$ cat src/source/mm_ram_consts.svh
`ifndef MM_RAM_CONSTS_SVH
`define MM_RAM_CONSTS_SVH

// ------------------------------------------------------------
// memory geometry
// ------------------------------------------------------------
`define RAM_ADDR_WIDTH      16
// debug code lives in the top 2^14 bytes of the RAM
`define DBG_ADDR_WIDTH      14
`define INSTR_RDATA_WIDTH   128

// ------------------------------------------------------------
// pseudo peripheral addresses
// ------------------------------------------------------------
`define MMADDR_TESTSTATUS   32'h2000_0000
`define MMADDR_EXIT         32'h2000_0004
`define MMADDR_TIMERREG     32'h1500_0000
`define MMADDR_TIMERVAL     32'h1500_0004
`define MMADDR_DBG          32'h1500_0008
`define MMADDR_TICKS        32'h1500_1004

// values written to the test status register
`define TEST_PASS_CODE      32'd123456789
`define TEST_FAIL_CODE      32'd1

`endif

$ cat src/source/mm_ram_pkg.sv
`include "mm_ram_consts.svh"

package mm_ram_pkg;

    typedef logic [31:0]                     word_t;
    typedef logic [`RAM_ADDR_WIDTH-1:0]      ram_addr_t;
    typedef logic [3:0]                      be_t;
    typedef logic [31:0]                     irq_vec_t;
    typedef logic [4:0]                      irq_id_t;
    typedef logic [`INSTR_RDATA_WIDTH-1:0]   iline_t;

    // source of the data returned in the rvalid cycle
    typedef enum logic [1:0] {
        SEL_RAM   = 2'd0,
        SEL_TICKS = 2'd1,
        SEL_ERR   = 2'd2
    } rdata_sel_e;

    // true when addr falls inside the debug module window
    function automatic logic in_dbg_window(input word_t addr, input word_t halt_addr);
        return (addr >= halt_addr) &&
               (addr < (halt_addr + word_t'(2 ** `DBG_ADDR_WIDTH)));
    endfunction

    // debug window accesses land at the top of the RAM
    function automatic ram_addr_t remap_addr(input word_t addr, input word_t halt_addr);
        ram_addr_t offset;
        offset = addr[`RAM_ADDR_WIDTH-1:0] - halt_addr[`RAM_ADDR_WIDTH-1:0];
        if (in_dbg_window(addr, halt_addr)) begin
            return offset + ram_addr_t'((2 ** `RAM_ADDR_WIDTH) - (2 ** `DBG_ADDR_WIDTH));
        end
        return addr[`RAM_ADDR_WIDTH-1:0];
    endfunction

endpackage

$ cat src/source/mm_periph_if.sv
`timescale 1ns/1ns

interface mm_periph_if;

    import mm_ram_pkg::*;

    // single cycle write strobes, high only in the cycle of the write
    logic  timer_mask_we;
    logic  timer_val_we;
    logic  dbg_we;
    logic  ticks_clr;
    // write data shared by all strobes
    word_t wdata;

    modport ctrl (
        output timer_mask_we, timer_val_we, dbg_we, ticks_clr, wdata
    );

    modport periph (
        input  timer_mask_we, timer_val_we, dbg_we, ticks_clr, wdata
    );

endinterface

$ cat src/source/tick_timer.sv
`timescale 1ns/1ns

module tick_timer (
    input  logic                 clk_i,
    input  logic                 rst_ni,

    input  mm_ram_pkg::irq_id_t  irq_id_i,
    input  logic                 irq_ack_i,
    output mm_ram_pkg::irq_vec_t irq_o,

    output mm_ram_pkg::word_t    ticks_o,

    mm_periph_if.periph          periph
);

    import mm_ram_pkg::*;

    irq_vec_t mask_q;
    irq_vec_t irq_q;
    word_t    cnt_q;
    word_t    ticks_q;

    // ------------------------------------------------------------
    // interrupt countdown
    // ------------------------------------------------------------
    always_ff @(posedge clk_i or negedge rst_ni) begin
        if (!rst_ni) begin
            mask_q <= '0;
            cnt_q  <= '0;
            irq_q  <= '0;
        end else begin
            if (periph.timer_mask_we) begin
                mask_q <= periph.wdata;
            end

            if (periph.timer_val_we) begin
                cnt_q <= periph.wdata;
            end else if (cnt_q != '0) begin
                cnt_q <= cnt_q - 1'b1;
            end

            // expiry wins over an acknowledge in the same cycle
            if (cnt_q == word_t'(1)) begin
                irq_q <= mask_q;
            end else if (irq_ack_i) begin
                irq_q[irq_id_i] <= 1'b0;
            end
        end
    end

    // free running cycle counter, cleared by a write
    always_ff @(posedge clk_i or negedge rst_ni) begin
        if (!rst_ni) begin
            ticks_q <= '0;
        end else if (periph.ticks_clr) begin
            ticks_q <= '0;
        end else begin
            ticks_q <= ticks_q + 1'b1;
        end
    end

    assign irq_o   = irq_q;
    assign ticks_o = ticks_q;

endmodule

$ cat src/flat_wrapper.sv
// flat-port wrapper written by rule: the top's interface ports become plain ports
module tick_timer_flat import mm_ram_pkg::*;
  (clk_i, rst_ni, irq_id_i, irq_ack_i, irq_o, ticks_o, periph_timer_mask_we, periph_timer_val_we, periph_dbg_we, periph_ticks_clr, periph_wdata);
  mm_periph_if periph_i ();
  input  logic clk_i;
  input  logic rst_ni;
  input  mm_ram_pkg::irq_id_t irq_id_i;
  input  logic irq_ack_i;
  output mm_ram_pkg::irq_vec_t irq_o;
  output mm_ram_pkg::word_t ticks_o;
  input wire logic [$bits(periph_i.timer_mask_we)-1:0] periph_timer_mask_we;
  input wire logic [$bits(periph_i.timer_val_we)-1:0] periph_timer_val_we;
  input wire logic [$bits(periph_i.dbg_we)-1:0] periph_dbg_we;
  input wire logic [$bits(periph_i.ticks_clr)-1:0] periph_ticks_clr;
  input wire logic [$bits(periph_i.wdata)-1:0] periph_wdata;
  assign periph_i.timer_mask_we = periph_timer_mask_we;
  assign periph_i.timer_val_we = periph_timer_val_we;
  assign periph_i.dbg_we = periph_dbg_we;
  assign periph_i.ticks_clr = periph_ticks_clr;
  assign periph_i.wdata = periph_wdata;
  tick_timer u_core (.clk_i(clk_i), .rst_ni(rst_ni), .irq_id_i(irq_id_i), .irq_ack_i(irq_ack_i), .irq_o(irq_o), .ticks_o(ticks_o), .periph(periph_i));
endmodule
$ cat config.mk
export PLATFORM = sky130hd
export DESIGN_NAME = tick_timer_flat
export DESIGN_NICKNAME = d
export VERILOG_FILES = /design/src/source/mm_ram_pkg.sv /design/src/source/mm_periph_if.sv /design/src/source/tick_timer.sv /design/src/flat_wrapper.sv
export VERILOG_INCLUDE_DIRS = /design/src /design/src/source
export SDC_FILE = /design/constraint.sdc
export NUM_CORES = 1
export LEC_CHECK = 0
export BUFFER_PORTS_ARGS = -buffer_cell sky130_fd_sc_hd__buf_4
export CAP_MARGIN = 20
export CORE_MARGIN = 8
export CORE_UTILIZATION = 50
export DETAILED_ROUTE_END_ITERATION = 7
export PLACE_DENSITY = 0.76
export SYNTH_ARGS = -nofsm -noshare
export SYNTH_HDL_FRONTEND = slang
export SYNTH_SLANG_ARGS = --single-unit
export TNS_END_PERCENT = 1
$ cat constraint.sdc
create_clock -name clk_i -period 2.65 [get_ports clk_i]
set_input_delay 0.1325 -clock clk_i [delete_from_list [all_inputs] [get_ports clk_i]]
set_output_delay 0.1325 -clock clk_i [all_outputs]
set_load 0.1 [all_outputs]
# Word level (Yosys, flattened, before mapping)
# Index checks and enable logic that the tools add are counted.
# word_totals
register_bits	128
latch_bits	0
ram_bits	0
rom_bits	0
in_bits	44
out_inout_bits	64
wordCells	22
memories	0
# classes
add_sub_neg	2
multipliers	0
div	0
n_lt_le_gt_ge	2
eq_ne	1
n_shift	0
n_mux	7
bitwise_logic	2
n_reduce_logical	4
# op_table
op	count
$mux 32	5
$add 32x1->32 const B	1
$and 32x32->32	1
$eq 32x1->1 const B	1
$not 32->32	1
$reduce_bool 32->1	1
$sub 32x1->32 const B	1
$lt 5x6->1 const B	1
$demux 1 s5	1
$ge 5x1->1 const B	1
$reduce_bool 2->1	2
$logic_and 1x1->1	1
$mux 1	1

# Longest topological paths before layout
# logic_depth
depth_word	8
depth_mapped	8
depth_no_buf	7

# Least setup slack after synthesis
# Ideal clock, no wire load.
# synth_timing
path_kind	reg2reg
startpoint	reg u_core.cnt_q[24]
endpoint	reg u_core.cnt_q[31]
arrival_time_ps	2333
required_time_ps	2525
setup_slack_ps	192
stages_incl_launch_ff	8
n_path_buf	2
path_cell_list	dfrtp_1 > or4_4 > or4_1 > buf_2 > nor3_4 > buf_4 > o21ai_0 > mux2_2
# synth_between
elab_chain_len	3
elab_cells_between_ends	5
# synth_lines
item	line	source
from (decl)	tick_timer.sv:20	word_t cnt_q;
from (signal assigned)	tick_timer.sv:37	cnt_q <= periph.wdata;
from (signal assigned)	tick_timer.sv:39	cnt_q <= cnt_q - 1'b1;
$sub 32x1->32	tick_timer.sv:39	
$mux 32	tick_timer.sv:38	end else if (cnt_q != '0) begin
$mux 32	tick_timer.sv:36	if (periph.timer_val_we) begin
# Several ways; a longest one is shown, not always the timed one. The select of a mux whose other input is x is not followed.
# A chain may end at the register's enable or synchronous reset.

# Worst setup path in the final report
# layout_timing
startpoint	reg u_core.cnt_q[24]
endpoint	reg u_core.cnt_q[10]
# layout_between
elab_chain_len	2
# layout_lines
item	line
$reduce_bool 32->1	tick_timer.sv:38
$reduce_bool 2->1 (no source line)	n/a
# No other way between the ends.

==> results.json <==
{
  "status": "finished clean",
  "cpMostUsedCell": "or4_4",
  "multi_input_area_mm2": 0.00256,
  "hp-class": "input pin to flip-flop",
  "drtIter0Drc": 446,
  "powerDensity_mw_per_mm2": 779,
  "area_delta_synth_final_pct": 31.8,
  "die_y_um": 126,
  "fin_crit_ns": 2.49,
  "htree_num_levels": 4,
  "placedCellCount": 885,
  "placed_cell_area_mm2": 0.00702,
  "synthDominantCellAreaShare": 0.531,
  "finalInstanceArea_mm2": 0.00795,
  "wl_per_cell_um": 16.5,
  "slew_headroom": 0.592,
  "synth.area.mux_share": 0.00539,
  "synth.distinct_cells": 42,
  "swShare": 0.347,
  "worstPathRequired_ns": 2.94,
  "tightest_slew_ns": 0.610,
  "routed_wl_mm": 15.6,
  "grt_pass1_wl_mm": 26.1,
  "synthAdderAreaFrac": 0.00622,
  "synth_nets": 695,
  "cts.sink_count": 128,
  "min_period_over_period": 0.941,
  "crit_buf_inv": 1,
  "initial_utilization": 0.507,
  "cts_tree": "done",
  "slew_viol_final": 0,
  "synth_area_leader_cell": "dfrtp_1",
  "setup_viol": 0,
  "crit_family": "simple AND/OR/NAND/NOR gates",
  "synth_simple_gate_area_frac": 0.204,
  "fp.dieArea_mm2": 0.0158,
  "clk_path_buf_depth": 2,
  "grt_antenna_before_repair": 0,
  "p_leak_nw": 3.47,
  "critPathKind": "flip-flop to flip-flop",
  "drive_gt1_frac": 0.200,
  "post-place-ws_ns": 0.0696,
  "overflow": 0,
  "fin_util": 0.667,
  "vias": 5262,
  "grt_usage": 0.202,
  "ir_worst_vdd_uv": 761,
  "drc": 0,
  "gp_congestion": 0.811,
  "tns_ns": 0,
  "rows": 40,
  "yosys_warnings": 0,
  "fin_ws_ns": 0.156,
  "synth_top_family_by_area": "simple AND/OR/NAND/NOR gates",
  "cp_cell_sequence": "or4_4 > or4_4 > nor3_4 > buf_4 > nor4_1 > o31a_1",
  "max_cap_viol_count": 0,
  "ys_seq_elements": 128,
  "finalHoldViolations": 0,
  "grt_start_max_net_pins": 65,
  "endpoint_kind": "flip-flop",
  "numCtsBuffers": 17,
  "port_buffers": 106,
  "viasPerCell": 5.54,
  "fin_cells": 949,
  "rsz0062_at_grt": "false",
  "die-width_um": 126,
  "seq_area_frac_synth": 0.531,
  "start_kind": "flip-flop",
  "io_pins": 108,
  "drt-pass1-iter-count": 6,
  "clk_pin_slew_worst_paths_ns": 0.06,
  "fillers": 918,
  "seqPwrFrac": 0.373,
  "cp_data_arrival_time_ns": 2.79,
  "seqCellArea_mm2": 0.00320,
  "finalPower_mw": 6.20,
  "insertion_delay_ns": 0.41,
  "place_hpwl_mm": 10.7,
  "power.internal_mw": 4.04,
  "syn_avg_cell_area_um2": 9.31,
  "finClkSkew_ns": 0.00845,
  "diodes": 0,
  "whs_ns": 0.106,
  "synthXorXnorAreaFrac": 0.0653,
  "yosys-top-cells-area": "dfrtp_1 53%, o21ai_0 9.1%, nand2_1 6.3%, xnor2_1 4.6%, inv_1 2.5%",
  "postRouteAntennaNets": 0,
  "grt_pass1_vias": 5368,
  "p_switching_mw": 2.15,
  "p_comb_frac": 0.245,
  "synth_compound_area_frac": 0.143,
  "cp_max_fo": 14,
  "root_buffer": "clkbuf_16",
  "critical-path-max-stage-delay_ns": 0.58,
  "nets": 837,
  "syn_area_mm2": 0.00603,
  "core-area_mm2": 0.0119,
  "syn_inst": 648,
  "cpMaxStageDelayCell": "or4_4",
  "clkPwrFrac": 0.382,
  "clock.fmax_mhz": 401
}
==> placed cells by master, fill, tap and decap left out, drive strengths merged, types with 2 or more instances in the layout <==
| cell type | instances |
|---|---|
| a21oi | 9 |
| a22o | 5 |
| and3 | 3 |
| and4 | 5 |
| buf | 120 |
| bufinv | 3 |
| clkbuf | 21 |
| clkinv | 4 |
| clkinvlp | 3 |
| dfrtp | 128 |
| dlygate4sd3 | 33 |
| ha | 3 |
| inv | 40 |
| mux2 | 2 |
| nand2 | 101 |
| nand2b | 3 |
| nand3 | 15 |
| nand3b | 5 |
| nand4 | 9 |
| nor2 | 40 |
| nor2b | 3 |
| nor3 | 17 |
| nor3b | 3 |
| nor4 | 22 |
| o21ai | 110 |
| o31a | 8 |
| o31ai | 14 |
| or3 | 6 |
| or3b | 4 |
| or4 | 9 |
| xnor2 | 32 |
| xor2 | 13 |
==> layout make-up <==
type / instances / area share
timing repair buffer: 153 / 0.158
sequential: 128 / 0.403
inverter: 40 / 0.0189
multi-input combinational: 450 / 0.322
tap: 147 / 0.0231
clock inverter: 10 / 0.0172
clock buffer: 21 / 0.0579
==> cell families after synthesis <==
kind of cell	count (synthesis)
xor+xnor	45
compound gates	152
mux	3
fa+ha+maj	3
flops	128
simple gates	247
buf+inv	70
==> power by group through the flow <==
stage               logic (mW)  registers, mW  clock network [mW]
floorplan                0.274           3.13                   0
global placement          1.46           2.33                   0
detailed placement        1.48           2.34                   0
CTS                       1.52           2.31                2.40
global route              1.60           2.33                2.48
finish                    1.52           2.31                2.37
==> cells in the mapped netlist (all sizes together) <==
| library cell | instances |
|---|---|
| dfrtp | 128 |
| o21ai | 110 |
| nand2 | 101 |
| inv | 40 |
| nor2 | 40 |
| xnor2 | 32 |
| nor4 | 22 |
| clkbuf | 21 |
| nor3 | 17 |
| nand3 | 15 |
| o31ai | 14 |
| xor2 | 13 |
| a21oi | 9 |
| buf | 9 |
| nand4 | 9 |
| or4 | 9 |
| o31a | 8 |
| or3 | 6 |
| a22o | 5 |
| and4 | 5 |
| nand3b | 5 |
| or3b | 4 |
| and3 | 3 |
| ha | 3 |
| nand2b | 3 |
| nor2b | 3 |
| nor3b | 3 |
| mux2 | 2 |
| a2111oi | 1 |
| a211oi | 1 |
| a221oi | 1 |
| a22oi | 1 |
| and4b | 1 |
| mux2i | 1 |
| o211ai | 1 |
| o21a | 1 |
| or2 | 1 |
==> metal layers <==
layer	up-vias	wire length (um)	track usage
met4	0	230	0.0644
li1	2520	-	-
met3	25	757	0.0540
met1	2591	6740	0.253
met5	-	0	0
met2	126	7890	0.334
==> registers in the layout (all words and copies together), names as in the netlist <==
signal	cells
u_core.cnt_q	32
u_core.mask_q	32
u_core.irq_o	32
u_core.ticks_o	32
==> path summary, 6_finish.rpt <==
check,depth (start not counted),endpoint,slack (ns),start
max,6,u_core.cnt_q[10],0.16,u_core.cnt_q[24]
min,2,u_core.ticks_o[29],0.11,periph_ticks_clr
max reg2reg,6,u_core.cnt_q[10],0.16,u_core.cnt_q[24]
min reg2reg,2,u_core.irq_o[9],0.49,u_core.mask_q[9]
max in group asynchronous,3,u_core.mask_q[25],1.62,rst_ni
min in group asynchronous,2,u_core.irq_o[10],0.23,rst_ni
==> repair_timing <==
action | in CTS | in global routing
setup endpoints to repair | 0 | 14
gates resized for setup | 0 | 1
hold buffers | 33 | 0
endpoints found under the hold margin | 96 | 0
buffers inserted | 0 | 0
(Power assumes the default switching activity.)
