<file path="src/source/mm_ram_consts.svh">
`ifndef MM_RAM_CONSTS_SVH
`define MM_RAM_CONSTS_SVH

// ------------------------------------------------------------
// memory geometry
// ------------------------------------------------------------
`define RAM_ADDR_WIDTH      16
// debug code lives in the top 2^14 bytes of the RAM
`define DBG_ADDR_WIDTH      14
`define INSTR_RDATA_WIDTH   128

// ------------------------------------------------------------
// pseudo peripheral addresses
// ------------------------------------------------------------
`define MMADDR_TESTSTATUS   32'h2000_0000
`define MMADDR_EXIT         32'h2000_0004
`define MMADDR_TIMERREG     32'h1500_0000
`define MMADDR_TIMERVAL     32'h1500_0004
`define MMADDR_DBG          32'h1500_0008
`define MMADDR_TICKS        32'h1500_1004

// values written to the test status register
`define TEST_PASS_CODE      32'd123456789
`define TEST_FAIL_CODE      32'd1

`endif

</file>
<file path="src/source/mm_ram_pkg.sv">
`include "mm_ram_consts.svh"

package mm_ram_pkg;

    typedef logic [31:0]                     word_t;
    typedef logic [`RAM_ADDR_WIDTH-1:0]      ram_addr_t;
    typedef logic [3:0]                      be_t;
    typedef logic [31:0]                     irq_vec_t;
    typedef logic [4:0]                      irq_id_t;
    typedef logic [`INSTR_RDATA_WIDTH-1:0]   iline_t;

    // source of the data returned in the rvalid cycle
    typedef enum logic [1:0] {
        SEL_RAM   = 2'd0,
        SEL_TICKS = 2'd1,
        SEL_ERR   = 2'd2
    } rdata_sel_e;

    // true when addr falls inside the debug module window
    function automatic logic in_dbg_window(input word_t addr, input word_t halt_addr);
        return (addr >= halt_addr) &&
               (addr < (halt_addr + word_t'(2 ** `DBG_ADDR_WIDTH)));
    endfunction

    // debug window accesses land at the top of the RAM
    function automatic ram_addr_t remap_addr(input word_t addr, input word_t halt_addr);
        ram_addr_t offset;
        offset = addr[`RAM_ADDR_WIDTH-1:0] - halt_addr[`RAM_ADDR_WIDTH-1:0];
        if (in_dbg_window(addr, halt_addr)) begin
            return offset + ram_addr_t'((2 ** `RAM_ADDR_WIDTH) - (2 ** `DBG_ADDR_WIDTH));
        end
        return addr[`RAM_ADDR_WIDTH-1:0];
    endfunction

endpackage

</file>
<file path="src/source/mm_periph_if.sv">
`timescale 1ns/1ns

interface mm_periph_if;

    import mm_ram_pkg::*;

    // single cycle write strobes, high only in the cycle of the write
    logic  timer_mask_we;
    logic  timer_val_we;
    logic  dbg_we;
    logic  ticks_clr;
    // write data shared by all strobes
    word_t wdata;

    modport ctrl (
        output timer_mask_we, timer_val_we, dbg_we, ticks_clr, wdata
    );

    modport periph (
        input  timer_mask_we, timer_val_we, dbg_we, ticks_clr, wdata
    );

endinterface

</file>
<file path="src/source/debug_req_gen.sv">
`timescale 1ns/1ns

module debug_req_gen (
    input  logic        clk_i,
    input  logic        rst_ni,
    output logic        debug_req_o,

    mm_periph_if.periph periph
);

    // control word layout
    //   [31]    level applied to debug_req
    //   [30]    1 for a pulse, 0 for a level change
    //   [28:16] pulse duration
    //   [14:0]  start delay
    logic        ctrl_value;
    logic        ctrl_pulse;
    logic [12:0] ctrl_duration;
    logic [14:0] ctrl_delay;

    logic [14:0] start_cnt_q;
    logic [12:0] duration_q;
    logic        value_q;
    logic        idle;

    assign ctrl_value    = periph.wdata[31];
    assign ctrl_pulse    = periph.wdata[30];
    assign ctrl_duration = periph.wdata[28:16];
    assign ctrl_delay    = periph.wdata[14:0];

    // new requests only when nothing is counting
    assign idle = (start_cnt_q == '0) && (duration_q == '0);

    always_ff @(posedge clk_i or negedge rst_ni) begin
        if (!rst_ni) begin
            start_cnt_q <= '0;
            duration_q  <= '0;
            value_q     <= 1'b0;
            debug_req_o <= 1'b0;
        end else if (periph.dbg_we && idle) begin
            // zero delay and zero duration both mean one cycle
            start_cnt_q <= (ctrl_delay == '0) ? 15'd1 : ctrl_delay;
            value_q     <= ctrl_value;
            if (!ctrl_pulse) begin
                duration_q <= '0;
            end else begin
                duration_q <= (ctrl_duration == '0) ? 13'd1 : ctrl_duration;
            end
        end else if (start_cnt_q != '0) begin
            // ------------------------------------------------------------
            // start delay
            // ------------------------------------------------------------
            start_cnt_q <= start_cnt_q - 1'b1;
            if (start_cnt_q == 15'd1) begin
                debug_req_o <= value_q;
            end
        end else if (duration_q != '0) begin
            // ------------------------------------------------------------
            // pulse duration, then back to the inverse level
            // ------------------------------------------------------------
            duration_q <= duration_q - 1'b1;
            if (duration_q == 13'd1) begin
                debug_req_o <= !value_q;
            end
        end
    end

endmodule

</file>
<file path="src/flat_wrapper.sv">
// flat-port wrapper written by rule: the top's interface ports become plain ports
module debug_req_gen_flat 
  (clk_i, rst_ni, debug_req_o, periph_timer_mask_we, periph_timer_val_we, periph_dbg_we, periph_ticks_clr, periph_wdata);
  mm_periph_if periph_i ();
  input  logic clk_i;
  input  logic rst_ni;
  output logic debug_req_o;
  input wire logic [$bits(periph_i.timer_mask_we)-1:0] periph_timer_mask_we;
  input wire logic [$bits(periph_i.timer_val_we)-1:0] periph_timer_val_we;
  input wire logic [$bits(periph_i.dbg_we)-1:0] periph_dbg_we;
  input wire logic [$bits(periph_i.ticks_clr)-1:0] periph_ticks_clr;
  input wire logic [$bits(periph_i.wdata)-1:0] periph_wdata;
  assign periph_i.timer_mask_we = periph_timer_mask_we;
  assign periph_i.timer_val_we = periph_timer_val_we;
  assign periph_i.dbg_we = periph_dbg_we;
  assign periph_i.ticks_clr = periph_ticks_clr;
  assign periph_i.wdata = periph_wdata;
  debug_req_gen u_core (.clk_i(clk_i), .rst_ni(rst_ni), .debug_req_o(debug_req_o), .periph(periph_i));
endmodule
</file>
<file path="config.mk">
export PLATFORM = sky130hd
export DESIGN_NAME = debug_req_gen_flat
export DESIGN_NICKNAME = d
export VERILOG_FILES = /design/src/source/mm_ram_pkg.sv /design/src/source/mm_periph_if.sv /design/src/source/debug_req_gen.sv /design/src/flat_wrapper.sv
export VERILOG_INCLUDE_DIRS = /design/src /design/src/source
export SDC_FILE = /design/constraint.sdc
export NUM_CORES = 1
export LEC_CHECK = 0
export ABC_AREA = 1
export BUFFER_PORTS_ARGS = -buffer_cell sky130_fd_sc_hd__buf_4
export CAP_MARGIN = 0
export CORE_MARGIN = 2
export CORE_UTILIZATION = 40
export DETAILED_ROUTE_END_ITERATION = 10
export PLACE_DENSITY = 0.64
export SYNTH_ARGS = -nofsm -noshare
export SYNTH_HDL_FRONTEND = slang
export SYNTH_SLANG_ARGS = --single-unit
</file>
<file path="constraint.sdc">
create_clock -name clk_i -period 5 [get_ports clk_i]
set_input_delay 1 -clock clk_i [delete_from_list [all_inputs] [get_ports clk_i]]
set_output_delay 1 -clock clk_i [all_outputs]
set_load 0.02 [all_outputs]
</file>
== Yosys cells after proc, flatten, opt, wreduce, memory -nomap -nowiden ==
Index checks and enable logic that the tools add are counted.
Cells by class
  $add $sub $neg: 2
  eq/ne operators: 4
  mux-type cells: 12
  bitwise operators: 1
  reduce and logical (&&, ||, !) cells: 15
Operator list (count)
  $mux 13: 5
  $mux 15: 3
  $logic_not 15->1: 2
  $logic_not 13->1: 2
  $eq 15x1->1 const B: 1
  $reduce_bool 15->1: 1
  $sub 15x1->15 const B: 1
  $eq 13x1->1 const B: 1
  $reduce_bool 13->1: 1
  $sub 13x1->13 const B: 1
  $reduce_bool 2->1: 4
  $mux 1: 4
  $reduce_and 4->1: 1
  $logic_and 1x1->1: 2
  $ne 2x1->1 const B: 1
  $ne 2x2->1 const B: 1
  $reduce_and 2->1: 1
  $logic_not 1->1: 1
  $not 1->1: 1
Word-level totals
  register bits after elaboration: 30
  output and inout port bits: 1
  word-level logic and storage cells: 38

== Depth between registers and ports, before layout ==
  word-level depth: 5
  gate-level depth with buffers: 11
  mapped depth without buffers: 11

== Worst setup path before layout ==
No wires, ideal clock.
  kind: input -> register
  start point: input periph_wdata[17]
  end point: register u_core.duration_q[0]
  arrival time: 1679 ps
  required time: 4935 ps
  path slack: 3256 ps
  stages: 8
  cells stage by stage: or2_2 nor2_1 nand2_1 nand2_1 nand4_1 nand2_1 nand2_1 nand2_1
On the way
  longest elaborated chain between the ends: 4
Ends and longest elaborated chain
  from (decl): RTL line flat_wrapper.sv:12  | input wire logic [$bits(periph_i.wdata)-1:0] periph_wdata;
  $logic_not 13->1: RTL line debug_req_gen.sv:47  | duration_q <= (ctrl_duration == '0) ? 13'd1 : ctrl_duration;
  $mux 13: RTL line debug_req_gen.sv:47
  $mux 13: RTL line debug_req_gen.sv:44  | if (!ctrl_pulse) begin
  $mux 13: RTL line debug_req_gen.sv:40  | end else if (periph.dbg_we && idle) begin
  to (signal assigned): RTL line debug_req_gen.sv:47
  to (signal assigned): RTL line debug_req_gen.sv:61  | duration_q <= duration_q - 1'b1;
  to (decl): RTL line debug_req_gen.sv:22  | logic [12:0] duration_q;
Every way passes these cells.
A chain may end at the register's enable or synchronous reset.

== Final worst setup path ==
  start point: register u_core.duration_q[1]
  end point: register u_core.duration_q[7]
On the way
  longest elaborated chain between the ends: 5
  elaborated cells on any way between the ends: 11
  classes of those cells: add/sub: 1; eq/ne: 1; mux: 3; reduce/logical: 6
Ends and longest elaborated chain
  parallel branches: the longest is 5 deep, another holds $sub 13x1->13
Parallel ways; which one is timed is not known. The select of a mux whose other input is x is not followed.

==> out/qor.txt <==
SYNTH
--------------------------------------------------------------------------------------
Post-synthesis instance area ............................................ 0.00218 mm^2
Post-synth top flop .....................................................      dfrtp_1
Post-synth EDFFs ........................................................            0
Net count after synthesis ...............................................          365
Async S/R FF share, synth ...............................................         100%
Avg Cell Area, Syn ......................................................    6.78 um^2
Fraction of the yosys area taken by sequential cells ....................        34.4%
Number of distinct standard cells referenced by the synthesized netlist .           33
Total of flip-flops plus latches after synthesis ........................           30
Synth Instances .........................................................          322
Ys Warns ................................................................            0

POWER AND IR DROP
--------------------------------------------------------------------------------------
IR Drop Worst-Case VDD ..................................................    0.0889 mV
Power density over cell area ............................................  191 mW/mm^2
LEAKAGE .................................................................   0.00140 uW

GRT
--------------------------------------------------------------------------------------
GRT Resource Usage Total ................................................        18.9%
First-pass GRT wire length ..............................................      8990 um
Vias in the first global route ..........................................         2014
Grt ovf .................................................................            0
Pin count of the biggest net entering global routing ....................           31
Number of antenna violations at the first check in global routing .......            0

ROUTE
--------------------------------------------------------------------------------------
DRC Markers .............................................................            0
Drt initial violations ..................................................          107
Total Wirelength ........................................................      5240 um
Total vias in the final route ...........................................         2052
Vias per cell ...........................................................         4.81
Residual antenna-violating net count after detailed routing .............            0
Drt first pass iters ....................................................            5
Wire per inst ...........................................................      12.3 um

WORST SETUP PATH
--------------------------------------------------------------------------------------
WS Path Type ............................................................      reg2reg
Critical path data required time ........................................      5.16 ns
Endpoint kind of the worst setup timing path ............................         flop
Worst setup SP type .....................................................         flop
Data arrival time of the worst path .....................................      2.35 ns
Highest net fanout along the worst path .................................           13

CLOCK TREE
--------------------------------------------------------------------------------------
Resized cells post-CTS ..................................................            0
Num CTS Buffers .........................................................            5
Insertion delay to the later sink of the worst-skew pair ................      0.28 ns
Clock net sink count ....................................................           30
Number of buffers added for setup after CTS .............................            0
Root Driver .............................................................     clkbuf_8
CTS max path bufs .......................................................            2
Clock-pin transition on the worst setup and hold timing paths ...........      0.07 ns
Clock tree from TritonCTS ...............................................        built
Post-CTS Hold Fix Bufs ..................................................            0
CTS H-Tree Depth ........................................................            2

STA
--------------------------------------------------------------------------------------
Setup clock skew after layout ...........................................   0.00637 ns
Setup repair after global routing missed its margin .....................        false
Final setup viols .......................................................            0
Setup TNS ...............................................................         0 ns
Tcrit/Tclk final ........................................................        43.7%
Worst-Margin Slew .......................................................     0.558 ns
Max Clock Freq ..........................................................    0.458 GHz
Rel. slew slack .........................................................        62.8%
Number of max-slew violations in the final report .......................            0
Hold Violations, Final ..................................................            0
Final period demand of the worst path ...................................      2.19 ns

FINAL LAYOUT
--------------------------------------------------------------------------------------
Number of inserted diodes ...............................................            0
Fraction of layout cells with a size suffix above 1 .....................        16.5%
Fill cell count .........................................................          530
Utilization after layout ................................................        49.5%
Final nets ..............................................................          399
Growth of design area from synthesis to finish ..........................        17.4%

HOLD PATH
--------------------------------------------------------------------------------------
Worst min-delay path category ...........................................      reg2reg

DIE
--------------------------------------------------------------------------------------
Placement Rows ..........................................................           26
Die Footprint ........................................................... 0.00606 mm^2
Die Height ..............................................................      77.9 um
CORE AREA ............................................................... 0.00517 mm^2
Overall die width .......................................................      77.9 um
Number of top-level pins ................................................           39
Effective utilization at floorplan ......................................        42.2%

PLACED DESIGN
--------------------------------------------------------------------------------------
Buffers added on ports ..................................................           33
Final Wtd Congestion ....................................................        0.914
DPL Wire Length .........................................................      3860 um

FLOW RUN
--------------------------------------------------------------------------------------
Maxcap violations .......................................................            0

STATUS
--------------------------------------------------------------------------------------
Run status .............................................................. finished clean

==> state kept, by name, indices dropped and copies added, names as in the netlist <==
name                cells
u_core.start_cnt_q     15
u_core.value_q          1
u_core.duration_q      13
u_core.debug_req_o      1
==> stage by stage <==
stage	hold WS [ns]	instance area, um^2	total power [uW]	worst slack (ns)	std cells
4_1_cts	0.480	2560	496	2.82	427
3_3_place_gp	0.469	2470	285	2.74	419
5_1_grt	0.525	2560	509	2.62	427
3_5_place_dp	0.463	2470	285	2.73	419
2_1_floorplan	0.449	2180	255	3.26	322
6_report	0.476	2560	489	2.81	427
==> synth_stat cells (2+ instances only) <==
cell,number,area share [%]
nor2_2,6,1.7
inv_1,31,5.3
xor2_1,16,6.4
a21oi_1,4,0.92
nor3_1,5,1.1
dfrtp_1,30,34
nand2_1,107,18
nor2_1,45,7.7
clkbuf_1,2,0.34
inv_2,2,0.34
nand4_1,2,0.57
xnor2_1,2,0.80
ha_1,5,2.9
o21ai_1,3,0.69
nand3_1,33,7.6
nand3b_1,2,0.69
nand2_4,3,1.5
nand2_2,2,0.57
o21ai_0,8,1.8
==> cell usage in the layout (no fill, tap or decap), drive strengths merged <==
cell type	count
nand2	112
inv	33
nand4	2
xor2	16
ha	5
nand3b	2
o2111ai	1
buf	33
o21bai	1
xnor2	2
nor3	5
or2	1
dfrtp	30
a21oi	5
nor4	1
clkbuf	7
clkinv	2
o211ai	1
nand3	33
o21ai	12
nor2	53
==> power by group <==
group	switching, uW	internal [uW]	leakage (uW)
logic	18.7	19.0	0.000987
registers	0	243	0.000363
clock network	97.4	111	0.0000482
total	116	373	0.00140
==> routing by layer <==
layer / part of all wire (%) / wire (um) / GRT usage [%]
met5: 0 / 0 / 0
met4: 2.2 / 114 / 7.50
met3: 5.0 / 261 / 4.19
met2: 48 / 2530 / 32.4
met1: 45 / 2340 / 22.7
==> area by class of cell <==
| cell class | count | area [um^2] | area share, % |
|---|---|---|---|
| multi-input combinational | 252 | 1250 | 48.9 |
| timing repair buffer | 33 | 248 | 9.67 |
| inverter | 34 | 133 | 5.18 |
| clock inverter | 1 | 5.00 | 0.195 |
| sequential | 30 | 751 | 29.3 |
| clock buffer | 7 | 86.3 | 3.37 |
| tap | 70 | 87.6 | 3.42 |
==> worst max-delay path, stage by stage (launching register included) <==
cell     delay, ns
dfrtp_1       0.39
inv_1         0.11
ha_1          0.24
nand2_2       0.12
nor2_4        0.18
nand2_4       0.09
o21ai_2       0.46
inv_2         0.24
nand3_1       0.14
o21ai_0       0.08
==> path summary, 6_finish.rpt <==
path | slack [ns] | start | cells after the start | end
max reg2reg | 2.81 | u_core.duration_q[1] | 9 | u_core.duration_q[7]
max in group asynchronous | 4.05 | rst_ni | 1 | u_core.debug_req_o
min in group asynchronous | 0.64 | rst_ni | 1 | u_core.start_cnt_q[3]
max | 2.81 | u_core.duration_q[1] | 9 | u_core.duration_q[7]
min reg2reg | 0.48 | u_core.debug_req_o | 2 | u_core.debug_req_o
min | 0.48 | u_core.debug_req_o | 2 | u_core.debug_req_o
==> cells by family after synthesis <==
family | count (synthesis) | share of synthesized area (%)
AOI/OAI and AO/OA | 20 | 5.33
xor gates and xnor gates | 18 | 7.22
adders and majority gates | 5 | 2.87
buffers and inverters | 40 | 8.20
DFF | 30 | 34.4
and+or+nand+nor | 209 | 42.0
Power figures use the tool's default switching activity.
